[src/rtl/decode_pkg.sv]
// Shared encodings, field positions and stage structs for the decoder pipeline; compile it first
`default_nettype none

package decode_pkg;

	// ==================================================
	// Instruction format
	// ==================================================

	localparam int OPC_LSB = 26;
	localparam int OPC_W = 6;
	localparam int RT_LSB = 21;
	localparam int RA_LSB = 16;
	localparam int RB_LSB = 11;
	localparam int REG_W = 5;
	localparam int IMM_W = 16;

	// Payload bits carried by an EXI prefix (instruction bits 25..0)
	localparam int EXT_W = 26;

	// Widest value the output bundle can carry
	localparam int VALUE_W_MAX = 64;

	typedef enum logic [5:0] {
		ALU_RR = 6'h02,
		ADDI   = 6'h04,
		ANDI   = 6'h08,
		ORI    = 6'h09,
		LDB    = 6'h10,
		LDBU   = 6'h11,
		LDW    = 6'h12,
		LDWU   = 6'h13,
		LDO    = 6'h16,
		STB    = 6'h18,
		STW    = 6'h19,
		STO    = 6'h1b,
		JMP    = 6'h20,
		JEQ    = 6'h26,
		EXI    = 6'h30
	} opcode_e;

	typedef enum logic [1:0] {
		BYT   = 2'd0,
		WYDE  = 2'd1,
		TETRA = 2'd2,
		OCTA  = 2'd3
	} memsz_e;

	// ==================================================
	// Inter-stage bundles
	// ==================================================

	typedef struct packed {
		logic [31:0]      instr;
		logic             ext_valid;
		logic [EXT_W-1:0] ext;
	} merged_t;

	typedef struct packed {
		logic [REG_W-1:0] ra;
		logic [REG_W-1:0] rb;
		logic [REG_W-1:0] rc;
		logic [REG_W-1:0] rt;
		logic             rfwr;
		logic             ld;
		logic             ldz;
		logic             st;
		logic             jmp;
		logic             jxx;
		logic             illegal;
		memsz_e           memsz;
	} ctrl_t;

	typedef struct packed {
		ctrl_t            ctrl;
		opcode_e          opcode;
		logic [IMM_W-1:0] imm16;
		logic [EXT_W-1:0] low26;
		logic             ext_valid;
		logic [EXT_W-1:0] ext;
	} stage2_t;

	// imm and target are zero above the VALUE_W of the top level
	typedef struct packed {
		ctrl_t                  ctrl;
		logic [VALUE_W_MAX-1:0] imm;
		logic [VALUE_W_MAX-1:0] target;
	} decoded_t;

endpackage

`default_nettype wire

[src/rtl/prefix_merge.sv]
// Pipeline stage 1: holds EXI prefix payloads and attaches them to the next instruction
`default_nettype none

module prefix_merge
(
	input  logic                     clk,
	input  logic                     arst_n,
	input  logic                     in_valid,
	output logic                     in_ready,
	input  logic [31:0]              instr,
	output logic                     out_valid,
	input  logic                     out_ready,
	output decode_pkg::merged_t      merged
);

	logic                         accept;
	logic                         is_exi;
	logic                         pfx_valid;
	logic [decode_pkg::EXT_W-1:0] pfx;

	// Stage register is free, or its item leaves this cycle
	assign in_ready = !out_valid || out_ready;
	assign accept = in_valid && in_ready;
	assign is_exi = decode_pkg::opcode_e'(instr[decode_pkg::OPC_LSB +: decode_pkg::OPC_W])
		== decode_pkg::EXI;

	// ==================================================
	// Held prefix
	// ==================================================

	// A second EXI simply overwrites the first one
	always_ff @(posedge clk or negedge arst_n)
	begin
		if (!arst_n)
			pfx_valid <= 1'b0;
		else if (accept)
			pfx_valid <= is_exi;
	end

	always_ff @(posedge clk)
	begin
		if (accept && is_exi)
			pfx <= instr[decode_pkg::EXT_W-1:0];
	end

	// ==================================================
	// Stage register
	// ==================================================

	always_ff @(posedge clk or negedge arst_n)
	begin
		if (!arst_n)
			out_valid <= 1'b0;
		else if (accept && !is_exi)
			out_valid <= 1'b1;
		else if (out_ready)
			out_valid <= 1'b0;
	end

	always_ff @(posedge clk)
	begin
		if (accept && !is_exi)
		begin
			merged.instr <= instr;
			merged.ext_valid <= pfx_valid;
			// Keep the payload clean when no prefix is attached
			merged.ext <= pfx_valid ? pfx : '0;
		end
	end

	// Prefixes are consumed here and never travel down the pipe
	a_no_exi_out: assert property (@(posedge clk) disable iff (!arst_n)
		out_valid |-> decode_pkg::opcode_e'(merged.instr[decode_pkg::OPC_LSB +: decode_pkg::OPC_W])
			!= decode_pkg::EXI);

endmodule

`default_nettype wire

[src/rtl/field_decode.sv]
// Pipeline stage 2: turns the opcode into control flags and picks the register numbers
`default_nettype none

module field_decode
(
	input  logic                     clk,
	input  logic                     arst_n,
	input  logic                     in_valid,
	output logic                     in_ready,
	input  decode_pkg::merged_t      merged,
	output logic                     out_valid,
	input  logic                     out_ready,
	output decode_pkg::stage2_t      stage
);

	logic                         accept;
	decode_pkg::opcode_e          op;
	logic [decode_pkg::REG_W-1:0] f_rt;
	logic [decode_pkg::REG_W-1:0] f_ra;
	logic [decode_pkg::REG_W-1:0] f_rb;
	decode_pkg::ctrl_t            ctrl;

	assign in_ready = !out_valid || out_ready;
	assign accept = in_valid && in_ready;

	assign op = decode_pkg::opcode_e'(merged.instr[decode_pkg::OPC_LSB +: decode_pkg::OPC_W]);
	assign f_rt = merged.instr[decode_pkg::RT_LSB +: decode_pkg::REG_W];
	assign f_ra = merged.instr[decode_pkg::RA_LSB +: decode_pkg::REG_W];
	assign f_rb = merged.instr[decode_pkg::RB_LSB +: decode_pkg::REG_W];

	// ==================================================
	// Opcode classification
	// ==================================================

	always_comb
	begin
		ctrl = '0;
		ctrl.ra = f_ra;
		ctrl.rb = f_rb;
		case (op)
		decode_pkg::ALU_RR:
			ctrl.rfwr = 1'b1;
		decode_pkg::ADDI, decode_pkg::ANDI, decode_pkg::ORI:
		begin
			ctrl.rfwr = 1'b1;
			ctrl.rb = '0;
		end
		decode_pkg::LDB, decode_pkg::LDBU, decode_pkg::LDW, decode_pkg::LDWU, decode_pkg::LDO:
		begin
			ctrl.rfwr = 1'b1;
			ctrl.ld = 1'b1;
			ctrl.ldz = (op == decode_pkg::LDBU) || (op == decode_pkg::LDWU);
			ctrl.rb = '0;
		end
		decode_pkg::STB, decode_pkg::STW, decode_pkg::STO:
		begin
			ctrl.st = 1'b1;
			// Store data register sits in the rt field
			ctrl.rc = f_rt;
			ctrl.rb = '0;
		end
		decode_pkg::JMP:
		begin
			ctrl.jmp = 1'b1;
			ctrl.ra = '0;
			ctrl.rb = '0;
		end
		decode_pkg::JEQ:
			ctrl.jxx = 1'b1;
		decode_pkg::EXI:
			;
		default:
		begin
			ctrl = '0;
			ctrl.illegal = 1'b1;
		end
		endcase

		// Access size, with illegal words left at zero
		case (op)
		decode_pkg::LDB, decode_pkg::LDBU, decode_pkg::STB:
			ctrl.memsz = decode_pkg::BYT;
		decode_pkg::LDW, decode_pkg::LDWU, decode_pkg::STW:
			ctrl.memsz = decode_pkg::WYDE;
		default:
			ctrl.memsz = ctrl.illegal ? decode_pkg::BYT : decode_pkg::OCTA;
		endcase

		ctrl.rt = ctrl.rfwr ? f_rt : '0;
	end

	// ==================================================
	// Stage register
	// ==================================================

	always_ff @(posedge clk or negedge arst_n)
	begin
		if (!arst_n)
			out_valid <= 1'b0;
		else if (accept)
			out_valid <= 1'b1;
		else if (out_ready)
			out_valid <= 1'b0;
	end

	always_ff @(posedge clk)
	begin
		if (accept)
		begin
			stage.ctrl <= ctrl;
			stage.opcode <= op;
			stage.imm16 <= merged.instr[decode_pkg::IMM_W-1:0];
			stage.low26 <= merged.instr[decode_pkg::EXT_W-1:0];
			stage.ext_valid <= merged.ext_valid;
			stage.ext <= merged.ext;
		end
	end

	a_hold_stage: assert property (@(posedge clk) disable iff (!arst_n)
		out_valid && !out_ready |=> out_valid && $stable(stage));

endmodule

`default_nettype wire

[src/rtl/imm_build.sv]
// Pipeline stage 3: builds the padded immediate and the branch or jump target
`default_nettype none

module imm_build
#(
	parameter int VALUE_W = 64
)
(
	input  logic                     clk,
	input  logic                     arst_n,
	input  logic                     in_valid,
	output logic                     in_ready,
	input  decode_pkg::stage2_t      stage,
	output logic                     out_valid,
	input  logic                     out_ready,
	output decode_pkg::decoded_t     deco
);

	localparam int VMAX = decode_pkg::VALUE_W_MAX;
	localparam int IW = decode_pkg::IMM_W;
	// Prefix payload stacked above imm16
	localparam int XW = decode_pkg::EXT_W + decode_pkg::IMM_W;

	logic            accept;
	logic            has_imm;
	logic [XW-1:0]   ext_imm;
	logic [VMAX-1:0] imm_full;
	logic [VMAX-1:0] tgt_full;
	logic [VMAX-1:0] imm_z;
	logic [VMAX-1:0] tgt_z;

	assign in_ready = !out_valid || out_ready;
	assign accept = in_valid && in_ready;
	assign ext_imm = {stage.ext, stage.imm16};

	// ==================================================
	// Immediate and target
	// ==================================================

	always_comb
	begin
		has_imm = 1'b1;
		case (stage.opcode)
		decode_pkg::ANDI:
			imm_full = {{(VMAX-IW){1'b1}}, stage.imm16};
		decode_pkg::ORI:
			imm_full = {{(VMAX-IW){1'b0}}, stage.imm16};
		decode_pkg::ADDI,
		decode_pkg::LDB, decode_pkg::LDBU, decode_pkg::LDW, decode_pkg::LDWU, decode_pkg::LDO,
		decode_pkg::STB, decode_pkg::STW, decode_pkg::STO:
			imm_full = {{(VMAX-IW){stage.imm16[IW-1]}}, stage.imm16};
		default:
		begin
			has_imm = 1'b0;
			imm_full = '0;
		end
		endcase

		// A prefix always sign-extends regardless of the opcode's own padding
		if (has_imm && stage.ext_valid)
			imm_full = {{(VMAX-XW){ext_imm[XW-1]}}, ext_imm};

		case (stage.opcode)
		decode_pkg::JEQ:
			tgt_full = {{(VMAX-12){stage.low26[10]}}, stage.low26[10:0], 1'b0};
		decode_pkg::JMP:
			tgt_full = {{(VMAX-27){stage.low26[25]}}, stage.low26, 1'b0};
		default:
			tgt_full = '0;
		endcase

		// Only the low VALUE_W bits carry meaning
		imm_z = '0;
		tgt_z = '0;
		imm_z[VALUE_W-1:0] = imm_full[VALUE_W-1:0];
		tgt_z[VALUE_W-1:0] = tgt_full[VALUE_W-1:0];
	end

	// ==================================================
	// Stage register
	// ==================================================

	always_ff @(posedge clk or negedge arst_n)
	begin
		if (!arst_n)
			out_valid <= 1'b0;
		else if (accept)
			out_valid <= 1'b1;
		else if (out_ready)
			out_valid <= 1'b0;
	end

	always_ff @(posedge clk)
	begin
		if (accept)
		begin
			deco.ctrl <= stage.ctrl;
			deco.imm <= imm_z;
			deco.target <= tgt_z;
		end
	end

	// Illegal words carry neither an immediate nor a target
	a_illegal_zero: assert property (@(posedge clk) disable iff (!arst_n)
		out_valid && deco.ctrl.illegal |-> deco.imm == '0 && deco.target == '0);

endmodule

`default_nettype wire

[src/rtl/decode_top.sv]
// Decoder top level: chains the prefix, field and immediate stages behind one stream port
`default_nettype none

module decode_top
#(
	parameter int VALUE_W = 64
)
(
	input  logic                     clk,
	input  logic                     arst_n,
	input  logic                     in_valid,
	output logic                     in_ready,
	input  logic [31:0]              instr,
	output logic                     out_valid,
	input  logic                     out_ready,
	output decode_pkg::decoded_t     deco
);

	// Stage 1 to stage 2
	logic                m_valid;
	logic                m_ready;
	decode_pkg::merged_t merged;

	// Stage 2 to stage 3
	logic                s_valid;
	logic                s_ready;
	decode_pkg::stage2_t stage;

	prefix_merge prefix_merge_i (
		.clk       (clk),
		.arst_n    (arst_n),
		.in_valid  (in_valid),
		.in_ready  (in_ready),
		.instr     (instr),
		.out_valid (m_valid),
		.out_ready (m_ready),
		.merged    (merged)
	);

	field_decode field_decode_i (
		.clk       (clk),
		.arst_n    (arst_n),
		.in_valid  (m_valid),
		.in_ready  (m_ready),
		.merged    (merged),
		.out_valid (s_valid),
		.out_ready (s_ready),
		.stage     (stage)
	);

	imm_build #(
		.VALUE_W (VALUE_W)
	) imm_build_i (
		.clk       (clk),
		.arst_n    (arst_n),
		.in_valid  (s_valid),
		.in_ready  (s_ready),
		.stage     (stage),
		.out_valid (out_valid),
		.out_ready (out_ready),
		.deco      (deco)
	);

endmodule

`default_nettype wire

[config.mk]
export PLATFORM = sky130hd
export DESIGN_NAME = decode_top
export DESIGN_NICKNAME = d
export VERILOG_FILES = /design/src/rtl/decode_pkg.sv /design/src/rtl/prefix_merge.sv /design/src/rtl/field_decode.sv /design/src/rtl/imm_build.sv /design/src/rtl/decode_top.sv
export SDC_FILE = /design/constraint.sdc
export NUM_CORES = 1
export LEC_CHECK = 0
export BUFFER_PORTS_ARGS = -buffer_cell sky130_fd_sc_hd__buf_2
export CAP_MARGIN = 20
export CORE_ASPECT_RATIO = 1.1
export CORE_MARGIN = 4
export CORE_UTILIZATION = 55
export CTS_BUF_LIST = sky130_fd_sc_hd__clkbuf_2
export DETAILED_ROUTE_END_ITERATION = 6
export GPL_ROUTABILITY_DRIVEN = 0
export GPL_TIMING_DRIVEN = 0
export PLACE_DENSITY = 0.79
export SYNTH_ARGS = -nofsm -noshare
export SYNTH_HDL_FRONTEND = slang
export SYNTH_SLANG_ARGS = --single-unit
export TNS_END_PERCENT = 50
[constraint.sdc]
create_clock -name clk -period 16.5 [get_ports clk]
set_clock_uncertainty 0.2 [all_clocks]
set_input_delay 0.825 -clock clk [delete_from_list [all_inputs] [get_ports clk]]
set_output_delay 0.825 -clock clk [all_outputs]
set_load 0.05 [all_outputs]
==> qor.yml, run 1 <==
synth.distinct_cells: 42
grt_setup_unrepaired: "no"
syn_area_mm2: 0.0101
vias_per_cell: 4.84
grt-ovfl-total: 0
wire_per_inst_um: 16.1
synth_top_cell_by_area: "edfxtp_1"
fin_ws_ns: 13.12
synth_nets: 620
drive_gt1_frac: 0.397
worstPathArrival_ns: 2.35
antenna_found_initial: 2
dp.final_hpwl_um: 12400
relSlewSlack: 0.325
fin_crit_ns: 3.38
grt_pass1_wl_um: 28900
layout_common_cells: "270 x edfxtp_1, 196 x buf_2, 87 x clkbuf_2"
ir_drop_mv: 0.0639
final_area_mm2: 0.0124
track_usage: 0.183
crit_required_ns: 15.47
rows: 51
max_freq_mhz: 296
synth_edf_count: 270
leakage_nw: 5.23
clk_latency_ns: 0.80
drtPass1Iterations: 5
initial_core_util: 0.566
drv_slew: 0
die_h_um: 150
ys.flop_type: "edfxtp_1"
die_w_um: 137
reg2reg_to: "imm_build_i.deco[15]$_DFFE_PP_"
placed_area_mm2: 0.0115
synth-seq-cells: 274
cp-end-kind: "primary output"
cap_viol_max_count: 0
first_iter_violations: 266
cts_tree: "built"
hold_slack_ns: 0.161
hp-class: "input port to async pin"
post-place-ws_ns: 13.75
wl_um: 18800
finalSetupViolCount: 0
vias: 5629
htreeDepth: 2
cp-start-kind: "register"
clk_pin_slew_ns: 0.11
core_area_mm2: 0.0179
cts_root_buf: "clkbuf_2"
cts_sinks: 274
final_common_cell: "edfxtp_1"
grt_pass1_vias: 5735
status: "completed"
cts_made_buffers: 60
layout.nets: 913
tns_ns: 0
cts_setup_buffers: 0
syn_to_final_growth_pct: 22.5
reg2reg_from: "field_decode_i.stage[69]$_DFFE_PP_"
yosysWarnings: 0
io-pin-count: 195
finalHoldViolations: 0
power_mw: 1.57
rr_worst_depth: 5
tightestPinTransition_ns: 1.01
synth-seq-area-share: 0.809
synth_area_per_cell_um2: 17.4
startpoint: "imm_build_i.deco[62]$_DFFE_PP_"
rrSetupSlack_ns: 13.98
drc: 0
async_reset_ff_frac: 0.0146
crit_fanout: 38
portBuffers: 193
synth.area.top_cells: "edfxtp_1 80%, buf_4 4.5%, and2_1 3.9%"
p_per_area_mw_per_mm2: 126
dieArea_mm2: 0.0207
fin_crit_sh: 0.205
cts.path.max_buffers: 3
worstSetupEndpoint: "deco[27]"
antenna_left: 0
netlist.area_leader.share: 0.800
synth_cells: 584
grt_max_degree: 60
path_class: "register to primary output"
[per-layer routing]
layer  vias to the layer above  GRT usage  share of wire  wire [um]
li1                       2706          -              -          -
met1                      2659      0.214           0.37       6970
met2                       232      0.325           0.53       9950
met3                        32     0.0441          0.077       1450
met4                         0     0.0704          0.020        377
met5                         -          0              0          0
[Yosys cell counts, types with 4 or more instances]
| master | instances |
|---|---|
| nand2_1 | 13 |
| and2_1 | 64 |
| edfxtp_1 | 270 |
| buf_4 | 61 |
| inv_1 | 28 |
| o21ai_0 | 6 |
| a21oi_1 | 4 |
| clkbuf_1 | 13 |
| nor2b_1 | 11 |
| nand3_1 | 4 |
| nor3_1 | 4 |
| nand2b_1 | 6 |
| a21o_1 | 17 |
| nor3b_1 | 6 |
| a31oi_1 | 27 |
| dfrtp_1 | 4 |
| nor2_1 | 11 |
[worst max-delay path, cell delays in order (launching register included)]
cell,delay (ns)
edfxtp_1,1.04
buf_4,0.24
buf_2,0.26
[flip-flops by register name (all words and copies together), names as in the netlist]
register and count:
prefix_merge_i.merged 59, prefix_merge_i.out_valid 1, imm_build_i.deco 97, prefix_merge_i.pfx 26, field_decode_i.out_valid 1, field_decode_i.stage 88, prefix_merge_i.pfx_valid 1, imm_build_i.out_valid 1
[worst min-delay path by stage]
stage	cells past startpoint	end	slack, ns
after CTS	2	field_decode_i.out_valid$_DFFE_PN0P_	0.06
after detailed placement	0	field_decode_i.stage[14]$_DFFE_PP_	0.20
final	2	prefix_merge_i.out_valid$_DFFE_PN0P_	0.16
after floorplan	0	field_decode_i.stage[0]$_DFFE_PP_	0.20
after global routing	2	field_decode_i.out_valid$_DFFE_PN0P_	0.06
after global placement	0	field_decode_i.stage[26]$_DFFE_PP_	0.20
[cell type report]
type / instances / area, um^2
multi-input combinational: 201 / 1290
timing repair buffer: 231 / 1390
clock buffer: 87 / 435
sequential: 274 / 8210
antenna: 2 / 5.00
tap: 238 / 298
clock inverter: 21 / 134
fill: 1186 / 5510
buffer: 81 / 559
inverter: 28 / 105
[what timing repair did]
action | 4_1_cts | 5_1_grt
hold buffers | 34 | 0
resized for setup | 0 | 0
hold endpoints to repair | 63 | 0
[report_power, final]
part           total [mW]  switching, mW  leakage, nW  internal (mW)
Sequential          0.860         0.0227         2.70          0.837
Combinational       0.293          0.219         2.10         0.0743
Clock               0.414          0.242        0.427          0.173
Total                1.57          0.483         5.23           1.08
[logic make-up (layout without fill, tap and decap cells)]
kind of cell	count (synthesis)	after routing	share of synthesized area
AO/OA/AOI/OAI	64	64	0.0439
XOR/XNOR	5	5	0.00432
buffers and inverters	109	448	0.0655
flip-flops	274	274	0.809
multiplexers	2	2	0.00210
other	1	3	0.000370
AND/OR/NAND/NOR	129	129	0.0744
[metrics by stage]
stage / std cells / utilization
6_report: 1163 / 0.693
2_1_floorplan: 584 / -
3_5_place_dp: 1019 / 0.642
4_1_cts: 1161 / 0.693
5_1_grt: 1163 / 0.693
3_3_place_gp: 1015 / 0.636
(Power assumes the default switching activity.)
==> run 2: changes to the inputs <==
- CORE_UTILIZATION: 55 -> 51
- PLACE_DENSITY: 0.79 -> 0.77
- clock period: 16.5 -> 3.05 ns (I/O delays scaled with it)
==> run 2 against run 1 <==
Flip-flop and latch count is the same. Critical path depth grew 5. Wire length grew 1.6%. Die area grew 7.4%. Critical path type is now register to register. Largest cell class unchanged. Highest routed layer is now met5.
==> qor.yml, run 2 (synthesized netlist as in run 1, its figures left out) <==
biggestRegsByFlops: "imm_build_i.deco x97, field_decode_i.stage x88, prefix_merge_i.merged x59"
dp.final_hpwl_um: 12000
crit_fanout: 10
grt_setup_unrepaired: "no"
wl_um: 19000
switching_share: 0.313
placed_area_mm2: 0.0115
dp.cells: 1027
power_mw: 8.44
largest_reg_flops: 97
leakage_nw: 5.38
clk_pin_slew_ns: 0.11
power.sequential.fraction: 0.550
clkPwrFrac: 0.257
tightestPinTransition_ns: 1.14
cp-start-kind: "register"
antenna_found_initial: 4
ff_latch_area_mm2: 0.00821
max_freq_mhz: 377
syn_to_final_growth_pct: 26.3
intPower_mw: 5.80
rows: 53
track_usage: 0.169
htreeDepth: 2
antenna_left: 0
worstPathArrival_ns: 3.04
die_h_um: 156
hp-class: "register to register"
ir_drop_mv: 0.325
fin_crit_ns: 2.65
layout_common_cells: "270 x edfxtp_1, 196 x buf_2, 84 x clkbuf_2"
final_area_mm2: 0.0128
cts.path.max_buffers: 3
cts_resized: 0
dieArea_mm2: 0.0222
cts_sinks: 274
grt_pass1_vias: 5766
final_common_cell: "edfxtp_1"
final_cells: 1211
cts_root_buf: "clkbuf_2"
status: "completed"
cp-end-kind: "register"
clk_latency_ns: 0.81
fill_cells: 1354
share_comb_of_total_power: 0.194
initial_core_util: 0.526
die_w_um: 142
cap_viol_max_count: 0
p_per_area_mw_per_mm2: 659
switchingPower_mw: 2.64
crit_required_ns: 3.44
core_area_mm2: 0.0193
path_class: "register to register"
grt_max_degree: 63
grt_pass1_wl_um: 29200
io-pin-count: 195
layout.nets: 952
vias_per_cell: 4.80
drv_slew: 0
relSlewSlack: 0.228
fin_crit_sh: 0.870
first_iter_violations: 244
cts_made_buffers: 61
finalSetupViolCount: 0
grt-ovfl-total: 0
drive_gt1_frac: 0.381
drc: 0
wire_per_inst_um: 15.7
drtPass1Iterations: 4
portBuffers: 193
multi_input_area_mm2: 0.00129
cts_tree: "built"
top_register: "imm_build_i.deco"
finalHoldViolations: 0
vias: 5807
-- run 2: timing repair --
action	CTS	global route
hold endpoints to repair	198	0
buffers inserted	0	0
hold buffers	72	0
-- run 2: path summary, 6_finish.rpt --
kind,start,endpoint,slack (ns),cells past startpoint
max,field_decode_i.stage[70]$_DFFE_PP_,imm_build_i.deco[87]$_DFFE_PP_,0.40,7
min,field_decode_i.stage[98]$_SDFFCE_PN0P_,imm_build_i.deco[151]$_DFFE_PP_,0.20,0
max reg2reg,field_decode_i.stage[70]$_DFFE_PP_,imm_build_i.deco[87]$_DFFE_PP_,0.40,7
min reg2reg,field_decode_i.stage[98]$_SDFFCE_PN0P_,imm_build_i.deco[151]$_DFFE_PP_,0.20,0
max in group asynchronous,arst_n,prefix_merge_i.pfx_valid$_DFFE_PN0P_,1.89,4
min in group asynchronous,arst_n,imm_build_i.out_valid$_DFFE_PN0P_,0.56,4
-- run 2: area by class of cell --
class / instances / area share
Antenna cell: 2 / 0.000391
Tap cell: 247 / 0.0241
Timing Repair Buffer: 269 / 0.139
Sequential cell: 274 / 0.641
Inverter: 28 / 0.00820
Clock inverter: 25 / 0.0104
Multi-Input combinational cell: 201 / 0.101
Buffer: 81 / 0.0437
Clock buffer: 84 / 0.0328
-- run 2: critical path: stages (launching register included) --
cell	delay, ns
edfxtp_1	0.40
buf_6	0.15
or3b_1	0.37
a211o_1	0.30
a21oi_4	0.36
a221oi_2	0.26
buf_6	0.23
a31oi_1	0.19
-- run 2: per-stage QoR --
stage	TNS, ns	hold slack [ns]	worst slack (ns)	util
6_report	0	0.197	0.397	0.664
4_1_cts	0	0.185	0.236	0.662
3_5_place_dp	0	-0.235	0.436	0.596
2_1_floorplan	-24.49	-0.343	-0.366	-
5_1_grt	0	0.216	0.323	0.664
3_3_place_gp	-50.12	-0.241	-0.478	0.592
-- run 2: power groups by stage --
| stage | Clock [mW] | Sequential (mW) | Combinational, mW |
|---|---|---|---|
| floorplan | 0 | 5.22 | 0.685 |
| global placement | 0 | 4.75 | 1.51 |
| detailed placement | 0 | 4.74 | 1.56 |
| CTS | 2.25 | 4.66 | 1.63 |
| global route | 2.47 | 4.67 | 1.72 |
| finish | 2.17 | 4.64 | 1.63 |
-- run 2: metal layers --
| metal | share of wire | global-route usage | routed length (um) |
|---|---|---|---|
| met1 | 0.38 | 0.195 | 7210 |
| met2 | 0.52 | 0.297 | 9860 |
| met3 | 0.084 | 0.0490 | 1600 |
| met4 | 0.019 | 0.0647 | 364 |
| met5 | 0.0012 | 0 | 22 |
==> run 3: changes to the inputs <==
- PLACE_DENSITY: 0.77 -> 0.83
- SLEW_MARGIN: default -> 20
==> run 3 against run 2 <==
Sequential power hardly changed. Critical path depth fell by 2. Count of clock-buffer cells in the layout grew 1. Global-route usage rose by 0.65 points. Combinational power about the same. First-iteration DRC count up 38%. Sequential share of layout area shrank 0.12 points. Critical endpoint is now imm_build_i.deco[21]$_DFFE_PP_. Fmax fell by 3.5%. Non-clock buffer count increased by 3. Final cell count decreased by 0.25%. Die area did not move. Utilization grew 0.12 points.
==> qor.yml, run 3 (synthesized netlist as in run 1, its figures left out) <==
worstHoldStart: "in_valid"
worstPathArrival_ns: 3.20
crit_chain: "nor3_1, nand2_1, nor3_1, clkbuf_1, a21o_1"
max_freq_mhz: 364
startpoint: "field_decode_i.stage[69]$_DFFE_PP_"
grt_pass1_wl_um: 30000
clk_latency_ns: 0.82
top_register: "imm_build_i.deco"
relSlewSlack: 0.294
grt_setup_unrepaired: "no"
vias: 5816
antenna_left: 0
dp.final_hpwl_um: 12700
min_delay_path_depth: 4
fin_crit_ns: 2.75
syn_to_final_growth_pct: 26.6
crit_required_ns: 3.50
fill_cells: 1325
grt-ovfl-total: 0
largest_reg_flops: 97
rr_worst_depth: 5
wl_um: 19700
cp-end-kind: "register"
crit_fanout: 10
layout.nets: 953
path_buf_inv: 1
io-pin-count: 195
cap_viol_max_count: 0
die_h_um: 156
status: "completed"
slowest_delay_ns: 0.81
dieArea_mm2: 0.0222
wire_per_inst_um: 16.3
hold_slack_ns: 0.125
cts_resized: 0
portBuffers: 193
biggestRegsByFlops: "imm_build_i.deco x97, field_decode_i.stage x88, prefix_merge_i.merged x59"
antenna_found_initial: 2
drtPass1Iterations: 5
reg2reg_from: "field_decode_i.stage[69]$_DFFE_PP_"
cts_made_buffers: 59
htreeDepth: 2
p_per_area_mw_per_mm2: 652
cts_root_buf: "clkbuf_2"
cts_tree: "built"
layout_common_cells: "270 x edfxtp_1, 196 x buf_2, 85 x clkbuf_2"
drv_slew: 0
fin_crit_sh: 0.901
first_iter_violations: 337
final_common_cell: "edfxtp_1"
initial_core_util: 0.526
cts_sinks: 274
cp-start-kind: "register"
fin_ws_ns: 0.301
cp_num_cells: 5
tightestPinTransition_ns: 1.05
track_usage: 0.175
placed_area_mm2: 0.0116
vias_per_cell: 4.81
core_area_mm2: 0.0193
hp-class: "input port to register"
drive_gt1_frac: 0.385
cts.path.max_buffers: 3
power_mw: 8.36
die_w_um: 142
grt_pass1_vias: 5817
slowest_stage: "nor3_1"
leakage_nw: 5.38
rows: 53
finalSetupViolCount: 0
final_area_mm2: 0.0128
clk_pin_slew_ns: 0.10
cpLargestDelayFamily: "simple AND/OR/NAND/NOR gates"
grt_max_degree: 48
finalHoldViolations: 0
ir_drop_mv: 0.329
path_class: "register to register"
drc: 0
crit_top_cell: "nor3_1"
post-place-ws_ns: 0.355
-- run 3: final timing paths --
check / end / slack, ns
max: imm_build_i.deco[21]$_DFFE_PP_ / 0.30
min: prefix_merge_i.pfx_valid$_DFFE_PN0P_ / 0.13
max reg2reg: imm_build_i.deco[21]$_DFFE_PP_ / 0.30
min reg2reg: field_decode_i.stage[32]$_DFFE_PP_ / 0.21
max in group asynchronous: prefix_merge_i.pfx_valid$_DFFE_PN0P_ / 1.89
min in group asynchronous: prefix_merge_i.out_valid$_DFFE_PN0P_ / 0.53
-- run 3: tightest hold or removal path, stage by stage --
cell           delay, ns
dlygate4sd3_1       0.53
buf_2               0.13
nand2_1             0.12
a21o_1              0.13
-- run 3: per-stage QoR --
stage                     utilization  setup TNS (ns)  cells
after detailed placement        0.600               0   1030
after floorplan                     -          -24.49    584
after global routing            0.665               0   1208
final                           0.665               0   1208
after global placement          0.592          -47.07   1024
after CTS                       0.665               0   1207
-- run 3: where the power goes --
part           internal, mW  total [mW]  switching [mW]
registers              4.53        4.65           0.125
logic                 0.446        1.64            1.20
clock network         0.758        2.07            1.31
-- run 3: area by class of cell --
type,instances,area (um^2),area share
buffer,81,559,0.0436
antenna,1,2.50,0.000195
multi-input combinational,201,1300,0.101
clock buffer,85,425,0.0331
sequential,274,8210,0.639
tap,247,309,0.0241
inverter,28,105,0.00819
timing repair buffer,272,1840,0.143
clock inverter,19,90.1,0.00702
-- run 3: per-layer routing --
| metal | vias to the layer above | track usage | part of all wire |
|---|---|---|---|
| met5 | - | 0 | 0.00071 |
| met1 | 2762 | 0.198 | 0.37 |
| met3 | 42 | 0.0466 | 0.073 |
| li1 | 2793 | - | - |
| met2 | 217 | 0.316 | 0.53 |
| met4 | 2 | 0.0688 | 0.028 |
-- run 3: what timing repair did --
action | CTS | global route
hold buffers | 73 | 0
hold endpoints to repair | 165 | 0
setup buffers | 0 | 0
setup endpoints to repair | 0 | 0
